--- src/logic/axil_fifo_pkg.sv ---
// constants, state/response types and window decode for the axi-lite fifo bridge
// fifo words are fixed at 32 bits; the host always writes full words
package axil_fifo_pkg;

  localparam int NUM_SLOTS   = 2;
  localparam int FIFO_ELS    = 8;
  localparam int COUNT_W     = 4;                  // holds 0..FIFO_ELS
  localparam int PTR_W       = $clog2(FIFO_ELS);
  localparam logic [31:0] BASE_ADDR = 32'h0001_0000;
  localparam int SLOT_ADDR_W = 12;                 // 4 KiB per window
  localparam int RLR_WORDS   = 4;                  // burst behind RLR

  // ----------------------------------------------------------------------
  // register offsets inside a slot window
  // ----------------------------------------------------------------------
  localparam logic [SLOT_ADDR_W-1:0] OFS_ISR  = 'h000;  // interrupt status
  localparam logic [SLOT_ADDR_W-1:0] OFS_TDFV = 'h00C;  // tx vacancy
  localparam logic [SLOT_ADDR_W-1:0] OFS_TDR  = 'h010;  // tx data
  localparam logic [SLOT_ADDR_W-1:0] OFS_RDFO = 'h01C;  // rx occupancy
  localparam logic [SLOT_ADDR_W-1:0] OFS_RDR  = 'h020;  // rx data
  localparam logic [SLOT_ADDR_W-1:0] OFS_RLR  = 'h024;  // rx length

  localparam logic [31:0] DEFAULT_RDATA   = 32'hBEEF_DEAD;
  localparam int          ISR_TX_DONE_BIT = 27;

  typedef enum logic [1:0] {
    WR_IDLE = 2'd0,
    WR_ADDR = 2'd1,
    WR_DATA = 2'd2,
    WR_RESP = 2'd3
  } wr_state_e;

  typedef enum logic [1:0] {
    RD_IDLE = 2'd0,
    RD_ADDR = 2'd1,
    RD_DATA = 2'd2
  } rd_state_e;

  typedef enum logic [1:0] {
    RESP_OKAY   = 2'd0,
    RESP_DECERR = 2'd3
  } resp_e;

  // 0..NUM_SLOTS-1 are slots, NUM_SLOTS is the rom, anything else invalid
  function automatic logic [31:0] window_index(input logic [31:0] addr);
    logic [31:0] rel;
    rel = addr - BASE_ADDR;
    if (addr < BASE_ADDR) begin
      return '1;  // below base, never a valid window
    end
    return rel >> SLOT_ADDR_W;
  endfunction

endpackage

--- src/logic/fifo_small.sv ---
// register-array fifo, 32-bit words, depth from the package
// data_o is the head word, valid the cycle after the first enqueue
module fifo_small (
  input  logic                              clk_i,
  input  logic                              reset_i,
  input  logic                              v_i,
  output logic                              ready_o,
  input  logic [31:0]                       data_i,
  output logic                              v_o,
  output logic [31:0]                       data_o,
  input  logic                              yumi_i,
  output logic [axil_fifo_pkg::COUNT_W-1:0] count_o
);

  logic [31:0]                       mem_r [axil_fifo_pkg::FIFO_ELS];
  logic [axil_fifo_pkg::PTR_W-1:0]   wr_ptr_r;
  logic [axil_fifo_pkg::PTR_W-1:0]   rd_ptr_r;
  logic [axil_fifo_pkg::COUNT_W-1:0] count_r;
  logic                              enq;
  logic                              deq;

  assign ready_o = (count_r != axil_fifo_pkg::COUNT_W'(axil_fifo_pkg::FIFO_ELS));
  assign v_o     = (count_r != '0);
  assign enq     = v_i & ready_o;
  assign deq     = yumi_i & v_o;  // a yumi on an empty fifo is ignored
  assign data_o  = mem_r[rd_ptr_r];
  assign count_o = count_r;

  always_ff @(posedge clk_i) begin
    if (enq) begin
      mem_r[wr_ptr_r] <= data_i;
    end
  end

  // pointers wrap at FIFO_ELS, so depth need not be a power of two
  always_ff @(posedge clk_i) begin
    if (reset_i) begin
      wr_ptr_r <= '0;
      rd_ptr_r <= '0;
    end else begin
      if (enq) begin
        wr_ptr_r <= (wr_ptr_r == axil_fifo_pkg::PTR_W'(axil_fifo_pkg::FIFO_ELS - 1))
                    ? '0 : wr_ptr_r + 1'b1;
      end
      if (deq) begin
        rd_ptr_r <= (rd_ptr_r == axil_fifo_pkg::PTR_W'(axil_fifo_pkg::FIFO_ELS - 1))
                    ? '0 : rd_ptr_r + 1'b1;
      end
    end
  end

  // occupancy, unchanged on simultaneous enq and deq
  always_ff @(posedge clk_i) begin
    if (reset_i) begin
      count_r <= '0;
    end else if (enq && !deq) begin
      count_r <= count_r + 1'b1;
    end else if (deq && !enq) begin
      count_r <= count_r - 1'b1;
    end
  end

endmodule

--- src/logic/axil_write_ctrl.sv ---
// axi-lite write channel; address and data phases are taken one after the other
// a TDR write to a full fifo is dropped but still answers OKAY
module axil_write_ctrl (
  input  logic                                       clk_i,
  input  logic                                       reset_i,
  input  logic [31:0]                                awaddr_i,
  input  logic                                       awvalid_i,
  output logic                                       awready_o,
  input  logic [31:0]                                wdata_i,
  input  logic                                       wvalid_i,
  output logic                                       wready_o,
  output axil_fifo_pkg::resp_e                       bresp_o,
  output logic                                       bvalid_o,
  input  logic                                       bready_i,
  output logic [axil_fifo_pkg::NUM_SLOTS-1:0]        tx_v_o,
  output logic [31:0]                                tx_data_o,
  input  logic [axil_fifo_pkg::NUM_SLOTS-1:0]        tx_ready_i,
  output logic [axil_fifo_pkg::NUM_SLOTS-1:0][31:0]  isr_o
);

  axil_fifo_pkg::wr_state_e                 state_r;
  axil_fifo_pkg::wr_state_e                 state_n;
  logic [31:0]                              addr_r;
  logic [31:0]                              wdata_r;
  logic                                     commit_r;  // first resp cycle
  logic [31:0]                              win;
  logic [axil_fifo_pkg::SLOT_ADDR_W-1:0]    ofs;
  logic [axil_fifo_pkg::NUM_SLOTS-1:0][31:0] isr_r;

  // ----------------------------------------------------------------------
  // write fsm
  // ----------------------------------------------------------------------
  always_ff @(posedge clk_i) begin
    if (reset_i) begin
      state_r <= axil_fifo_pkg::WR_IDLE;
    end else begin
      state_r <= state_n;
    end
  end

  always_comb begin
    state_n = state_r;
    case (state_r)
      axil_fifo_pkg::WR_IDLE: if (awvalid_i) state_n = axil_fifo_pkg::WR_ADDR;
      axil_fifo_pkg::WR_ADDR: state_n = axil_fifo_pkg::WR_DATA;  // one-cycle awready
      axil_fifo_pkg::WR_DATA: if (wvalid_i) state_n = axil_fifo_pkg::WR_RESP;
      axil_fifo_pkg::WR_RESP: if (bready_i) state_n = axil_fifo_pkg::WR_IDLE;
      default:                state_n = axil_fifo_pkg::WR_IDLE;
    endcase
  end

  assign awready_o = (state_r == axil_fifo_pkg::WR_ADDR);
  assign wready_o  = (state_r == axil_fifo_pkg::WR_DATA);
  assign bvalid_o  = (state_r == axil_fifo_pkg::WR_RESP);

  always_ff @(posedge clk_i) begin
    if (awvalid_i && awready_o) addr_r <= awaddr_i;
    if (wvalid_i && wready_o) wdata_r <= wdata_i;
  end

  // enqueue and isr update happen once, as bvalid rises
  always_ff @(posedge clk_i) begin
    if (reset_i) commit_r <= 1'b0;
    else commit_r <= wvalid_i & wready_o;
  end

  // ----------------------------------------------------------------------
  // decode, fifo push and status registers
  // ----------------------------------------------------------------------
  assign win       = axil_fifo_pkg::window_index(addr_r);
  assign ofs       = addr_r[axil_fifo_pkg::SLOT_ADDR_W-1:0];
  assign bresp_o   = (win < 32'(axil_fifo_pkg::NUM_SLOTS)) ? axil_fifo_pkg::RESP_OKAY
                                                            : axil_fifo_pkg::RESP_DECERR;
  assign tx_data_o = wdata_r;

  for (genvar i = 0; i < axil_fifo_pkg::NUM_SLOTS; i++) begin : g_slot
    logic hit;
    assign hit       = (win == 32'(i));
    assign tx_v_o[i] = commit_r & hit & (ofs == axil_fifo_pkg::OFS_TDR);

    always_ff @(posedge clk_i) begin
      if (reset_i) begin
        isr_r[i] <= '0;
      end else if (commit_r && hit && (ofs == axil_fifo_pkg::OFS_ISR)) begin
        isr_r[i] <= wdata_r;  // whole-word load, used to clear
      end else if (tx_v_o[i] && tx_ready_i[i]) begin
        isr_r[i][axil_fifo_pkg::ISR_TX_DONE_BIT] <= 1'b1;
      end
    end
  end

  assign isr_o = isr_r;

endmodule

--- src/logic/axil_read_ctrl.sv ---
// axi-lite read channel with per-slot register mux and a rom pass-through window
// rdata/rresp are sampled once and held; an RDR read of an empty fifo pops nothing
module axil_read_ctrl (
  input  logic                                                    clk_i,
  input  logic                                                    reset_i,
  input  logic [31:0]                                             araddr_i,
  input  logic                                                    arvalid_i,
  output logic                                                    arready_o,
  output logic [31:0]                                             rdata_o,
  output axil_fifo_pkg::resp_e                                    rresp_o,
  output logic                                                    rvalid_o,
  input  logic                                                    rready_i,
  input  logic [axil_fifo_pkg::NUM_SLOTS-1:0][31:0]               isr_i,
  input  logic [axil_fifo_pkg::NUM_SLOTS-1:0][axil_fifo_pkg::COUNT_W-1:0] tx_count_i,
  input  logic [axil_fifo_pkg::NUM_SLOTS-1:0][axil_fifo_pkg::COUNT_W-1:0] rx_count_i,
  input  logic [axil_fifo_pkg::NUM_SLOTS-1:0]                     rx_valid_i,
  input  logic [axil_fifo_pkg::NUM_SLOTS-1:0][31:0]               rx_data_i,
  output logic [axil_fifo_pkg::NUM_SLOTS-1:0]                     rx_yumi_o,
  output logic [31:0]                                             rom_addr_o,
  input  logic [31:0]                                             rom_data_i
);

  axil_fifo_pkg::rd_state_e              state_r;
  axil_fifo_pkg::rd_state_e              state_n;
  logic [31:0]                           addr_r;
  logic [31:0]                           win;
  logic [axil_fifo_pkg::SLOT_ADDR_W-1:0] ofs;
  logic [31:0]                           rdata_n;
  logic [31:0]                           rdata_r;
  axil_fifo_pkg::resp_e                  rresp_n;
  axil_fifo_pkg::resp_e                  rresp_r;
  logic [axil_fifo_pkg::NUM_SLOTS-1:0]   pop_sel_n;
  logic [axil_fifo_pkg::NUM_SLOTS-1:0]   pop_sel_r;

  // ----------------------------------------------------------------------
  // read fsm
  // ----------------------------------------------------------------------
  always_ff @(posedge clk_i) begin
    if (reset_i) begin
      state_r <= axil_fifo_pkg::RD_IDLE;
    end else begin
      state_r <= state_n;
    end
  end

  always_comb begin
    state_n = state_r;
    case (state_r)
      axil_fifo_pkg::RD_IDLE: if (arvalid_i) state_n = axil_fifo_pkg::RD_ADDR;
      axil_fifo_pkg::RD_ADDR: state_n = axil_fifo_pkg::RD_DATA;
      axil_fifo_pkg::RD_DATA: if (rready_i) state_n = axil_fifo_pkg::RD_IDLE;
      default:                state_n = axil_fifo_pkg::RD_IDLE;
    endcase
  end

  assign arready_o = (state_r == axil_fifo_pkg::RD_ADDR);
  assign rvalid_o  = (state_r == axil_fifo_pkg::RD_DATA);

  // araddr is held with arvalid, so take it early and decode during RD_ADDR
  always_ff @(posedge clk_i) begin
    if ((state_r == axil_fifo_pkg::RD_IDLE) && arvalid_i) begin
      addr_r <= araddr_i;
    end
  end

  assign win        = axil_fifo_pkg::window_index(addr_r);
  assign ofs        = addr_r[axil_fifo_pkg::SLOT_ADDR_W-1:0];
  assign rom_addr_o = addr_r;

  // ----------------------------------------------------------------------
  // register mux
  // ----------------------------------------------------------------------
  always_comb begin
    rdata_n   = '0;
    rresp_n   = axil_fifo_pkg::RESP_DECERR;
    pop_sel_n = '0;
    if (win == 32'(axil_fifo_pkg::NUM_SLOTS)) begin
      rdata_n = rom_data_i;  // rom window, full offset passed through
      rresp_n = axil_fifo_pkg::RESP_OKAY;
    end
    for (int i = 0; i < axil_fifo_pkg::NUM_SLOTS; i++) begin
      if (win == 32'(i)) begin
        rresp_n = axil_fifo_pkg::RESP_OKAY;
        case (ofs)
          axil_fifo_pkg::OFS_ISR:  rdata_n = isr_i[i];
          axil_fifo_pkg::OFS_TDFV: rdata_n = 32'(axil_fifo_pkg::FIFO_ELS) - 32'(tx_count_i[i]);
          axil_fifo_pkg::OFS_RDFO: rdata_n = 32'(rx_count_i[i]);
          axil_fifo_pkg::OFS_RDR: begin
            rdata_n      = rx_data_i[i];   // stale if empty
            pop_sel_n[i] = rx_valid_i[i];
          end
          axil_fifo_pkg::OFS_RLR:
            rdata_n = (rx_count_i[i] >= axil_fifo_pkg::COUNT_W'(axil_fifo_pkg::RLR_WORDS))
                      ? 32'(4 * axil_fifo_pkg::RLR_WORDS) : '0;  // length in bytes
          default: rdata_n = axil_fifo_pkg::DEFAULT_RDATA;
        endcase
      end
    end
  end

  // snapshot at the end of RD_ADDR, held through the whole rvalid stall
  always_ff @(posedge clk_i) begin
    if (state_r == axil_fifo_pkg::RD_ADDR) begin
      rdata_r <= rdata_n;
      rresp_r <= rresp_n;
    end
  end

  always_ff @(posedge clk_i) begin
    if (reset_i) begin
      pop_sel_r <= '0;
    end else if (state_r == axil_fifo_pkg::RD_ADDR) begin
      pop_sel_r <= pop_sel_n;
    end
  end

  assign rdata_o   = rdata_r;
  assign rresp_o   = rresp_r;
  // only this module pops, so a head seen at the snapshot is still there
  assign rx_yumi_o = pop_sel_r & {axil_fifo_pkg::NUM_SLOTS{rvalid_o & rready_i}};

endmodule

--- src/logic/axil_fifo_bridge.sv ---
// axi-lite slave to NUM_SLOTS tx/rx fifo pairs, one 4 KiB window per slot
// the window after the last slot reads an external rom; no byte strobes
module axil_fifo_bridge (
  input  logic                                       clk_i,
  input  logic                                       reset_i,
  // axi-lite write
  input  logic [31:0]                                s_awaddr_i,
  input  logic                                       s_awvalid_i,
  output logic                                       s_awready_o,
  input  logic [31:0]                                s_wdata_i,
  input  logic                                       s_wvalid_i,
  output logic                                       s_wready_o,
  output axil_fifo_pkg::resp_e                       s_bresp_o,
  output logic                                       s_bvalid_o,
  input  logic                                       s_bready_i,
  // axi-lite read
  input  logic [31:0]                                s_araddr_i,
  input  logic                                       s_arvalid_i,
  output logic                                       s_arready_o,
  output logic [31:0]                                s_rdata_o,
  output axil_fifo_pkg::resp_e                       s_rresp_o,
  output logic                                       s_rvalid_o,
  input  logic                                       s_rready_i,
  // fabric side, tx drains out and rx fills in
  output logic [axil_fifo_pkg::NUM_SLOTS-1:0]        fifo_v_o,
  output logic [axil_fifo_pkg::NUM_SLOTS-1:0][31:0]  fifo_data_o,
  input  logic [axil_fifo_pkg::NUM_SLOTS-1:0]        fifo_rdy_i,
  input  logic [axil_fifo_pkg::NUM_SLOTS-1:0]        fifo_v_i,
  input  logic [axil_fifo_pkg::NUM_SLOTS-1:0][31:0]  fifo_data_i,
  output logic [axil_fifo_pkg::NUM_SLOTS-1:0]        fifo_rdy_o,
  // rom
  output logic [31:0]                                rom_addr_o,
  input  logic [31:0]                                rom_data_i
);

  logic [axil_fifo_pkg::NUM_SLOTS-1:0]                            tx_v;
  logic [31:0]                                                    tx_data;
  logic [axil_fifo_pkg::NUM_SLOTS-1:0]                            tx_ready;
  logic [axil_fifo_pkg::NUM_SLOTS-1:0][axil_fifo_pkg::COUNT_W-1:0] tx_count;
  logic [axil_fifo_pkg::NUM_SLOTS-1:0][31:0]                      isr;
  logic [axil_fifo_pkg::NUM_SLOTS-1:0]                            rx_yumi;
  logic [axil_fifo_pkg::NUM_SLOTS-1:0]                            rx_valid;
  logic [axil_fifo_pkg::NUM_SLOTS-1:0][31:0]                      rx_data;
  logic [axil_fifo_pkg::NUM_SLOTS-1:0][axil_fifo_pkg::COUNT_W-1:0] rx_count;

  axil_write_ctrl wr_ctrl (
    .clk_i      (clk_i),
    .reset_i    (reset_i),
    .awaddr_i   (s_awaddr_i),
    .awvalid_i  (s_awvalid_i),
    .awready_o  (s_awready_o),
    .wdata_i    (s_wdata_i),
    .wvalid_i   (s_wvalid_i),
    .wready_o   (s_wready_o),
    .bresp_o    (s_bresp_o),
    .bvalid_o   (s_bvalid_o),
    .bready_i   (s_bready_i),
    .tx_v_o     (tx_v),
    .tx_data_o  (tx_data),
    .tx_ready_i (tx_ready),
    .isr_o      (isr)
  );

  axil_read_ctrl rd_ctrl (
    .clk_i      (clk_i),
    .reset_i    (reset_i),
    .araddr_i   (s_araddr_i),
    .arvalid_i  (s_arvalid_i),
    .arready_o  (s_arready_o),
    .rdata_o    (s_rdata_o),
    .rresp_o    (s_rresp_o),
    .rvalid_o   (s_rvalid_o),
    .rready_i   (s_rready_i),
    .isr_i      (isr),
    .tx_count_i (tx_count),
    .rx_count_i (rx_count),
    .rx_valid_i (rx_valid),
    .rx_data_i  (rx_data),
    .rx_yumi_o  (rx_yumi),
    .rom_addr_o (rom_addr_o),
    .rom_data_i (rom_data_i)
  );

  // ----------------------------------------------------------------------
  // per-slot fifo pairs
  // ----------------------------------------------------------------------
  for (genvar i = 0; i < axil_fifo_pkg::NUM_SLOTS; i++) begin : g_slot
    // fifo_rdy_i works as yumi, the fifo masks it while empty
    fifo_small tx_fifo (
      .clk_i   (clk_i),
      .reset_i (reset_i),
      .v_i     (tx_v[i]),
      .ready_o (tx_ready[i]),
      .data_i  (tx_data),
      .v_o     (fifo_v_o[i]),
      .data_o  (fifo_data_o[i]),
      .yumi_i  (fifo_rdy_i[i]),
      .count_o (tx_count[i])
    );

    fifo_small rx_fifo (
      .clk_i   (clk_i),
      .reset_i (reset_i),
      .v_i     (fifo_v_i[i]),
      .ready_o (fifo_rdy_o[i]),  // low only when full
      .data_i  (fifo_data_i[i]),
      .v_o     (rx_valid[i]),
      .data_o  (rx_data[i]),
      .yumi_i  (rx_yumi[i]),
      .count_o (rx_count[i])
    );
  end

endmodule

--- config.mk ---
export PLATFORM = sky130hd
export DESIGN_NAME = axil_fifo_bridge
export DESIGN_NICKNAME = d
export VERILOG_FILES = /design/src/logic/axil_fifo_pkg.sv /design/src/logic/fifo_small.sv /design/src/logic/axil_write_ctrl.sv /design/src/logic/axil_read_ctrl.sv /design/src/logic/axil_fifo_bridge.sv
export SDC_FILE = /design/constraint.sdc
export NUM_CORES = 1
export LEC_CHECK = 0
export BUFFER_PORTS_ARGS = -buffer_cell sky130_fd_sc_hd__buf_2
export CAP_MARGIN = 20
export CORE_MARGIN = 4
export CORE_UTILIZATION = 60
export DETAILED_ROUTE_END_ITERATION = 8
export HOLD_SLACK_MARGIN = 0.06
export PLACE_DENSITY = 0.88
export SLEW_MARGIN = 20
export SYNTH_ARGS = -nofsm -noshare
export SYNTH_HDL_FRONTEND = slang
export SYNTH_HIERARCHICAL = 1
export SYNTH_SLANG_ARGS = --single-unit
--- constraint.sdc ---
create_clock -name clk_i -period 7.5 [get_ports clk_i]
set_clock_uncertainty 0.1 [all_clocks]
set_input_delay 0.75 -clock clk_i [delete_from_list [all_inputs] [get_ports clk_i]]
set_output_delay 0.75 -clock clk_i [all_outputs]
set_load 0.01 [all_outputs]
==> impl_results.md, run 1 <==
* Status: finished, final reports clean
* Die Ht at 300.8 µm
* Synthesis-stage register bit count at 1276
* # Post-CTS Setup Buffers at 0
* Startpoint Class: flop
* Slew HR at 23.22%
* Routability congestion estimate from global placement at 0.9556
* Final Setup Violations at 0
* IO Pins at 344
* WL/cell at 30.39 µm
* Initial DRC Count at 3719
* Pwr dens at 256.8 nW/µm²
* Fin crit share at 63.12%
* Clock Latency Late Sink at 0.70 ns
* Synth Cell Area at 51450 µm²
* Slew Viols, Final at 0
* Arrival time at the worst endpoint at 5.23 ns
* Synthesized area per cell at 19.50 µm²
* Peak supply drop at 0.0002066 V
* Core area at 85150 µm²
* DP Wirelength at 79.95 mm
* CTS tree: built
* P_leak at 0.01930 µW
* Worst-path fanout max at 34
* Hold-fix buffers, CTS at 0
* Area Growth Syn to Fin at 13.45%
* CTS Buf Count at 119
* Slew @ Worst Pin at 1.152 ns
* Critical path startpoint: wr_ctrl/addr_r[21]
* Syn_nets at 2882
* Antenna-violating nets left at 0
* Register area share after synthesis at 72.07%
* Hold_sp: s_wdata_i[31]
* DR vias at 27950
* IO buf count at 343
* Async set-or-reset flop fraction in the synthesized netlist at 0%
* Clk pin slew, worst setup/hold paths at 0.06 ns
* CTS Sinks at 1276
* Vias in the first global route at 28520
* H-tree depth at 3
* Root Buffer: clkbuf_16
* Critical path required time at 8.00 ns
* Worst hold path class: input port to flop
* RSZ-0062 raised after global routing: false
* Clock Tree Buf Depth at 3
* Yosys cell types at 68
* Post-CTS sizing at 0
* Final wirelength at 129.8 mm
* Syn Inst Count at 2639
* Max Fclk at 211.2 MHz
* Setup_tns at 0 ns
* Initial Util at 60.43%
* Chip width at 300.8 µm
* Clock period minus worst slack at 4.734 ns
* R2R Path Start: wr_ctrl/addr_r[21]
* Synth Flop Type: edfxtp_1
* Worst hold slack at 0.1185 ns
* Largest net degree at the start of global routing at 117
* Syn. warnings at 6
* DR pass1 iterations at 5
* DRC violations left at 0
* # rows at 107
* Max-cap violations at 0
* Final hold viol count at 0
* CP endpoint kind: flop
* Die ar. at 90510 µm²
* Nets at 3260
* Routed vias/inst at 6.540
* Initial antenna violation count at 25
* Post-synth EDFFs at 1153
* First-pass GRT wire length at 189.9 mm
* Total global routing overflow at 0
* Global-route usage over all layers at 28.82%
* Layout cells sized above 1 at 30.55%
* CP Class: flop to flop
## path summary, 6_finish.rpt
check / endpoint / cells past startpoint / slack, ns
max: g_slot[0].tx_fifo/count_o[3] / 16 / 2.77
max reg2reg: g_slot[0].tx_fifo/count_o[3] / 16 / 2.77
min reg2reg: rd_ctrl/pop_sel_r[0] / 2 / 0.37
min: wr_ctrl/tx_data_o[31] / 1 / 0.12
## metal layers
| layer | vias to the layer above | routed length (µm) | GRT usage (%) |
|---|---|---|---|
| met5 | - | 68 | 0 |
| met4 | 10 | 5711 | 11.75 |
| met2 | 1746 | 65560 | 48.35 |
| li1 | 11590 | - | - |
| met3 | 356 | 12950 | 6.518 |
| met1 | 14240 | 45560 | 36.88 |
## worst max-delay path, stage by stage (launching register included)
cell,delay [ns]
edfxtp_1,0.45
nor4_1,0.79
nand4_1,0.19
o21ai_0,0.15
nand4_1,0.17
buf_4,0.29
nor3_1,0.24
and3_1,0.26
nand2_2,0.17
inv_1,0.17
ha_1,0.20
inv_1,0.10
ha_1,0.33
a21oi_1,0.25
a211oi_1,0.16
a31oi_1,0.23
mux2_2,0.36
## area by class of cell
cell class | instances | area [µm²]
Clock inverter | 63 | 709.4
Inverter | 27 | 101.3
Clock buffer | 160 | 3246
Tap cell | 1144 | 1431
Sequential cell | 1276 | 37110
Antenna cell | 10 | 25.02
Fill cell | 5138 | 26770
Multi-Input combinational cell | 1190 | 13550
Timing Repair Buffer | 403 | 2206
## power breakdown
part / total, µW / switching (µW) / leakage, µW / internal (µW)
sequential: 8150 / 184 / 0.0115 / 7960
combinational: 735 / 449 / 0.00591 / 286
clock: 6100 / 2580 / 0.00194 / 3520
total: 15000 / 3220 / 0.0193 / 11800
## sequential cells by signal (all words and copies together), names as in the netlist, 6 cells and up, named ones only
name	count
g_slot.rx_fifo/mem_r	512
g_slot.tx_fifo/mem_r	512
wr_ctrl/isr_o	64
rd_ctrl/rdata_o	32
rd_ctrl/rom_addr_o	32
wr_ctrl/addr_r	32
wr_ctrl/tx_data_o	32
g_slot.rx_fifo/count_o	8
g_slot.tx_fifo/count_o	8
g_slot.rx_fifo/rd_ptr_r	6
g_slot.rx_fifo/wr_ptr_r	6
g_slot.tx_fifo/rd_ptr_r	6
g_slot.tx_fifo/wr_ptr_r	6
## through the flow
stage | cell area, µm² | cells | worst slack (ns) | total power (µW) | util [%]
after global routing | 58360 | 4268 | 2.457 | 15440 | 68.54
final | 58370 | 4273 | 2.766 | 14990 | 68.56
after CTS | 58290 | 4261 | 2.902 | 15030 | 68.46
after global placement | 54320 | 4038 | 3.112 | 8946 | 63.80
after detailed placement | 54340 | 4038 | 2.931 | 9009 | 63.82
after floorplan | 51450 | 2639 | 1.754 | 8617 | -
## synth_stat cells, types with 6 or more instances
library cell  number  area (µm²)
nand2b_1          74       462.9
nor3_1            38       190.2
buf_6             28       315.3
xor2_1             7       61.31
mux2i_1           76       760.7
nand4_1           29       181.4
nor2b_1           11       68.82
mux2_4            60       900.9
inv_1             26       97.59
mux4_1           108        2838
buf_2             34       170.2
mux2_2            98        1104
nor4_1            17       106.4
or3_1             11       68.82
a32o_1             9       90.09
nor4b_1            9       78.83
nand3_1           47       235.2
clkbuf_1          60       225.2
xnor2_1            8       70.07
nor2_1            72       270.3
a22oi_1           21       157.7
a31oi_1            8       50.05
nand2_1           79       296.5
dfxtp_1          123        2462
and3_1             9       56.30
o21ai_1           30       150.1
buf_1              9       33.78
mux4_2           148        3333
a211oi_1           6       45.04
o211ai_1          24       180.2
a21oi_1           70       350.3
o2111ai_1          7       61.31
ha_1              36       450.4
edfxtp_1        1153       34620
buf_4              9       67.56
nand4b_1           6       52.55
o21ai_0           12       60.06
## cell usage in the layout, fill, tap and decap left out, types with 10 or more instances in the layout
| cell | n |
|---|---|
| a21oi_1 | 70 |
| a22oi_1 | 21 |
| buf_2 | 342 |
| buf_4 | 58 |
| bufinv_16 | 14 |
| clkbuf_1 | 33 |
| clkbuf_16 | 122 |
| clkinv_1 | 14 |
| clkinv_2 | 25 |
| dfxtp_1 | 112 |
| diode_2 | 10 |
| edfxtp_1 | 1153 |
| ha_1 | 36 |
| inv_1 | 26 |
| mux2_2 | 98 |
| mux2_4 | 60 |
| mux2i_1 | 76 |
| mux4_1 | 108 |
| mux4_2 | 148 |
| nand2_1 | 79 |
| nand2b_1 | 74 |
| nand3_1 | 47 |
| nand4_1 | 29 |
| nor2_1 | 60 |
| nor2_2 | 12 |
| nor2b_1 | 10 |
| nor3_1 | 21 |
| nor3_2 | 16 |
| nor4_1 | 11 |
| o211ai_1 | 24 |
| o21ai_0 | 12 |
| o21ai_1 | 30 |
| or3_1 | 11 |
## logic make-up (layout without fill, tap and decap cells)
family | Yosys count | after routing | share of synthesized area (%)
fa+ha+maj | 40 | 40 | 1.031
compound gates | 206 | 206 | 2.660
other cells | 0 | 10 | 0
xor+xnor | 15 | 15 | 0.2553
flops | 1276 | 1276 | 72.07
buf+inv | 173 | 653 | 1.950
simple gates | 439 | 439 | 4.662
mux | 490 | 490 | 17.37
(Power assumes the default switching activity.)
==> inputs of run 2 (changes only) <==
- CORE_UTILIZATION: 60 -> 54
- PLACE_DENSITY: 0.88 -> 0.84
- clock period: 7.5 -> 4.2 ns (I/O delays scaled with it)
==> run 2 against run 1 <==
  * Non-clock buffer count increased by 217
  * Count of clock-buffer cells in the layout decreased by 13
  * Highest routed layer is now met4
  * Combinational power increased by 100%
  * Flip-flop and latch count unchanged
  * Largest power group unchanged
  * Largest cell class unchanged
  * Clock power increased by 85%
  * Worst setup slack got worse by 2.5 ns
  * Sequential power increased by 79%
  * Via count increased by 3.5%
  * Register-to-register slack got worse by 2.5 ns
  * Global-route usage decreased by 2.1 points
==> impl_results.md, run 2 (synthesized netlist as in run 1, its figures left out) <==
* Initial DRC Count at 3577 (-3.8%)
* Status: finished, final reports clean
* Nets at 3479 (+6.7%)
* Final wirelength at 133.9 mm (+3.1%)
* Slew @ Worst Pin at 1.165 ns (+0.01288 ns)
* Clk pwr share at 41.3% (+0.6 points)
* Comb pwr share at 5.5% (+0.6 points)
* DP Wirelength at 79.11 mm (-1.1%)
* Hold_sp: s_awvalid_i
* Routed vias/inst at 6.285 (-3.9%)
* Peak supply drop at 0.0004069 V (+97%)
* DR vias at 28920 (+3.5%)
* Finished Cell Area at 61140 µm² (+4.7%)
* Total global routing overflow at 0 (unchanged)
* P_leak at 0.02033 µW (+5.3%)
* Pwr dens at 447.7 nW/µm² (+74%)
* CTS tree: built
* Vias in the first global route at 29190 (+2.4%)
* Final Setup Violations at 0 (unchanged)
* Layout cells sized above 1 at 29.57% (-0.98 points)
* Overall power at 27380 µW (+83%)
* Area Growth Syn to Fin at 18.83%
* R2R Path Start: wr_ctrl/addr_r[16]
* RSZ-0062 raised after global routing: false
* Clock Tree Buf Depth at 3 (unchanged)
* Reg2reg setup slack at 0.29 ns (-2.48 ns)
* Slew HR at 22.36% (-0.86 points)
* Arrival time at the worst endpoint at 4.40 ns (-0.83 ns)
* P_sw at 5969 µW (+86%)
* Post-DP Area at 54990 µm² (+1.2%)
* Die Ht at 316.7 µm (+5.3%)
* First-pass GRT wire length at 195.6 mm (+3.0%)
* Slew Viols, Final at 0 (unchanged)
* Worst hold path class: input port to flop
* Final hold viol count at 0 (unchanged)
* Initial antenna violation count at 7 (-72%)
* Max Fclk at 255.7 MHz (+21%)
* CTS Sinks at 1276 (unchanged)
* Core area at 93890 µm² (+10%)
* CP Class: flop to flop
* Critical path required time at 4.69 ns (-3.31 ns)
* Routability congestion estimate from global placement at 0.9117 (-4.6%)
* Clock Latency Late Sink at 0.71 ns (about the same)
* DR pass1 iterations at 6 (+1)
* Root Buffer: clkbuf_16
* Startpoint Class: flop
* Power Internal at 21410 µW (+82%)
* Final cell count without fillers at 4602 (+7.7%)
* Clk pin slew, worst setup/hold paths at 0.06 ns (about the same)
* Fin crit share at 93.12% (+30 points)
* Post-CTS sizing at 0 (unchanged)
* Worst-path fanout max at 4 (-88%)
* Reg2reg end: g_slot[0].tx_fifo/count_o[3]
* Die ar. at 100300 µm² (+11%)
* Chip width at 316.7 µm (+5.3%)
* Global-route usage over all layers at 26.71% (-2.1 points)
* Worst Hold Path EP: wr_ctrl/state_r[1]
* H-tree depth at 3 (unchanged)
* CP endpoint kind: flop
* # rows at 112 (+4.7%)
* Antenna-violating nets left at 0 (unchanged)
* DRC violations left at 0 (unchanged)
* Most frequent cells in the layout: edfxtp_1, buf_2, dlygate4sd3_1, mux4_2, clkbuf_16
* Worst reg2reg path depth at 17 (+1)
* Final Util at 65.12% (-3.4 points)
* Commonest non-fill, non-tap cell in the layout: edfxtp_1
* Depth of the worst hold-timing path at 5 (+4)
* WL/cell at 29.10 µm (-4.2%)
* Sequential share of power at 53.2% (-1.2 points)
* Sw frac at 21.80% (+0.34 points)
* Largest net degree at the start of global routing at 89 (-24%)
* CTS Buf Count at 121 (+1.7%)
* Placed insts at 4169 (+3.2%)
* Max-cap violations at 0 (unchanged)
* Initial Util at 54.80% (-5.6 points)
* Clock period minus worst slack at 3.911 ns (-0.8231 ns)
* IO buf count at 343 (unchanged)
* IO Pins at 344 (unchanged)
run 2: worst max-delay path by stage:
stage                             startpoint                       endpoint  slack [ns]  depth (start not counted)
after floorplan           wr_ctrl/addr_r[16]  g_slot[0].tx_fifo/mem_r[2][0]       -0.72                          9
after global placement    wr_ctrl/addr_r[16]   g_slot[1].tx_fifo/count_o[3]        0.30                         17
after detailed placement  wr_ctrl/addr_r[16]   g_slot[1].tx_fifo/count_o[3]        0.25                         17
after CTS                 wr_ctrl/addr_r[16]   g_slot[1].tx_fifo/count_o[3]        0.22                         17
after global routing      wr_ctrl/addr_r[16]   g_slot[0].tx_fifo/count_o[3]        0.01                         17
final                     wr_ctrl/addr_r[16]   g_slot[0].tx_fifo/count_o[3]        0.29                         17
run 2: final cells by class:
type	count	area [µm²]
multi-input combinational	1190	13620
inverter	27	101.3
fill	5994	32750
clock buffer	147	3239
timing repair buffer	620	4567
clock inverter	81	914.6
sequential	1276	37110
tap	1254	1569
antenna	7	17.52
run 2: power groups by stage:
stage / clock network, µW / registers, µW / logic (µW)
after floorplan: 0 / 14700 / 713
after global placement: 0 / 14800 / 1260
after detailed placement: 0 / 14800 / 1290
after CTS: 11400 / 14500 / 1470
after global routing: 12000 / 14600 / 1590
final: 11300 / 14600 / 1500
run 2: repair_timing:
action / CTS / global route
hold endpoints to repair: 658 / 0
hold buffers: 197 / 0
endpoints found under the setup margin: 0 / 2
setup buffers: 0 / 1
run 2: through the flow:
step	setup WS (ns)	hold WS [ns]	setup TNS, ns
3_5_place_dp	0.2502	0.3349	0
6_report	0.2890	0.1480	0
3_3_place_gp	0.2990	0.3353	0
5_1_grt	0.01474	0.1169	0
4_1_cts	0.2194	0.08828	0
2_1_floorplan	-0.7187	0.3167	-81.53
run 2: worst max-delay path, cell delays in order, from the launching register on:
cell and delay [ns]:
edfxtp_1 0.42, inv_1 0.08, ha_1 0.20, or3b_2 0.49, o41ai_4 0.35, o21ai_2 0.10, nor3_1 0.20, buf_4 0.15
and3_1 0.18, nand2_2 0.07, inv_1 0.08, ha_1 0.17, inv_1 0.10, ha_1 0.33, a21oi_1 0.18, a211oi_1 0.09
a31oi_1 0.16, mux2_2 0.34
run 2: layer usage:
layer  part of all wire (%)  up-vias  GRT usage (%)
met2                     50     1827          45.25
met5                      0        -              0
met1                     36    14720          35.19
li1                       -    12050              -
met4                    4.1        0          9.705
met3                    9.5      324          4.621
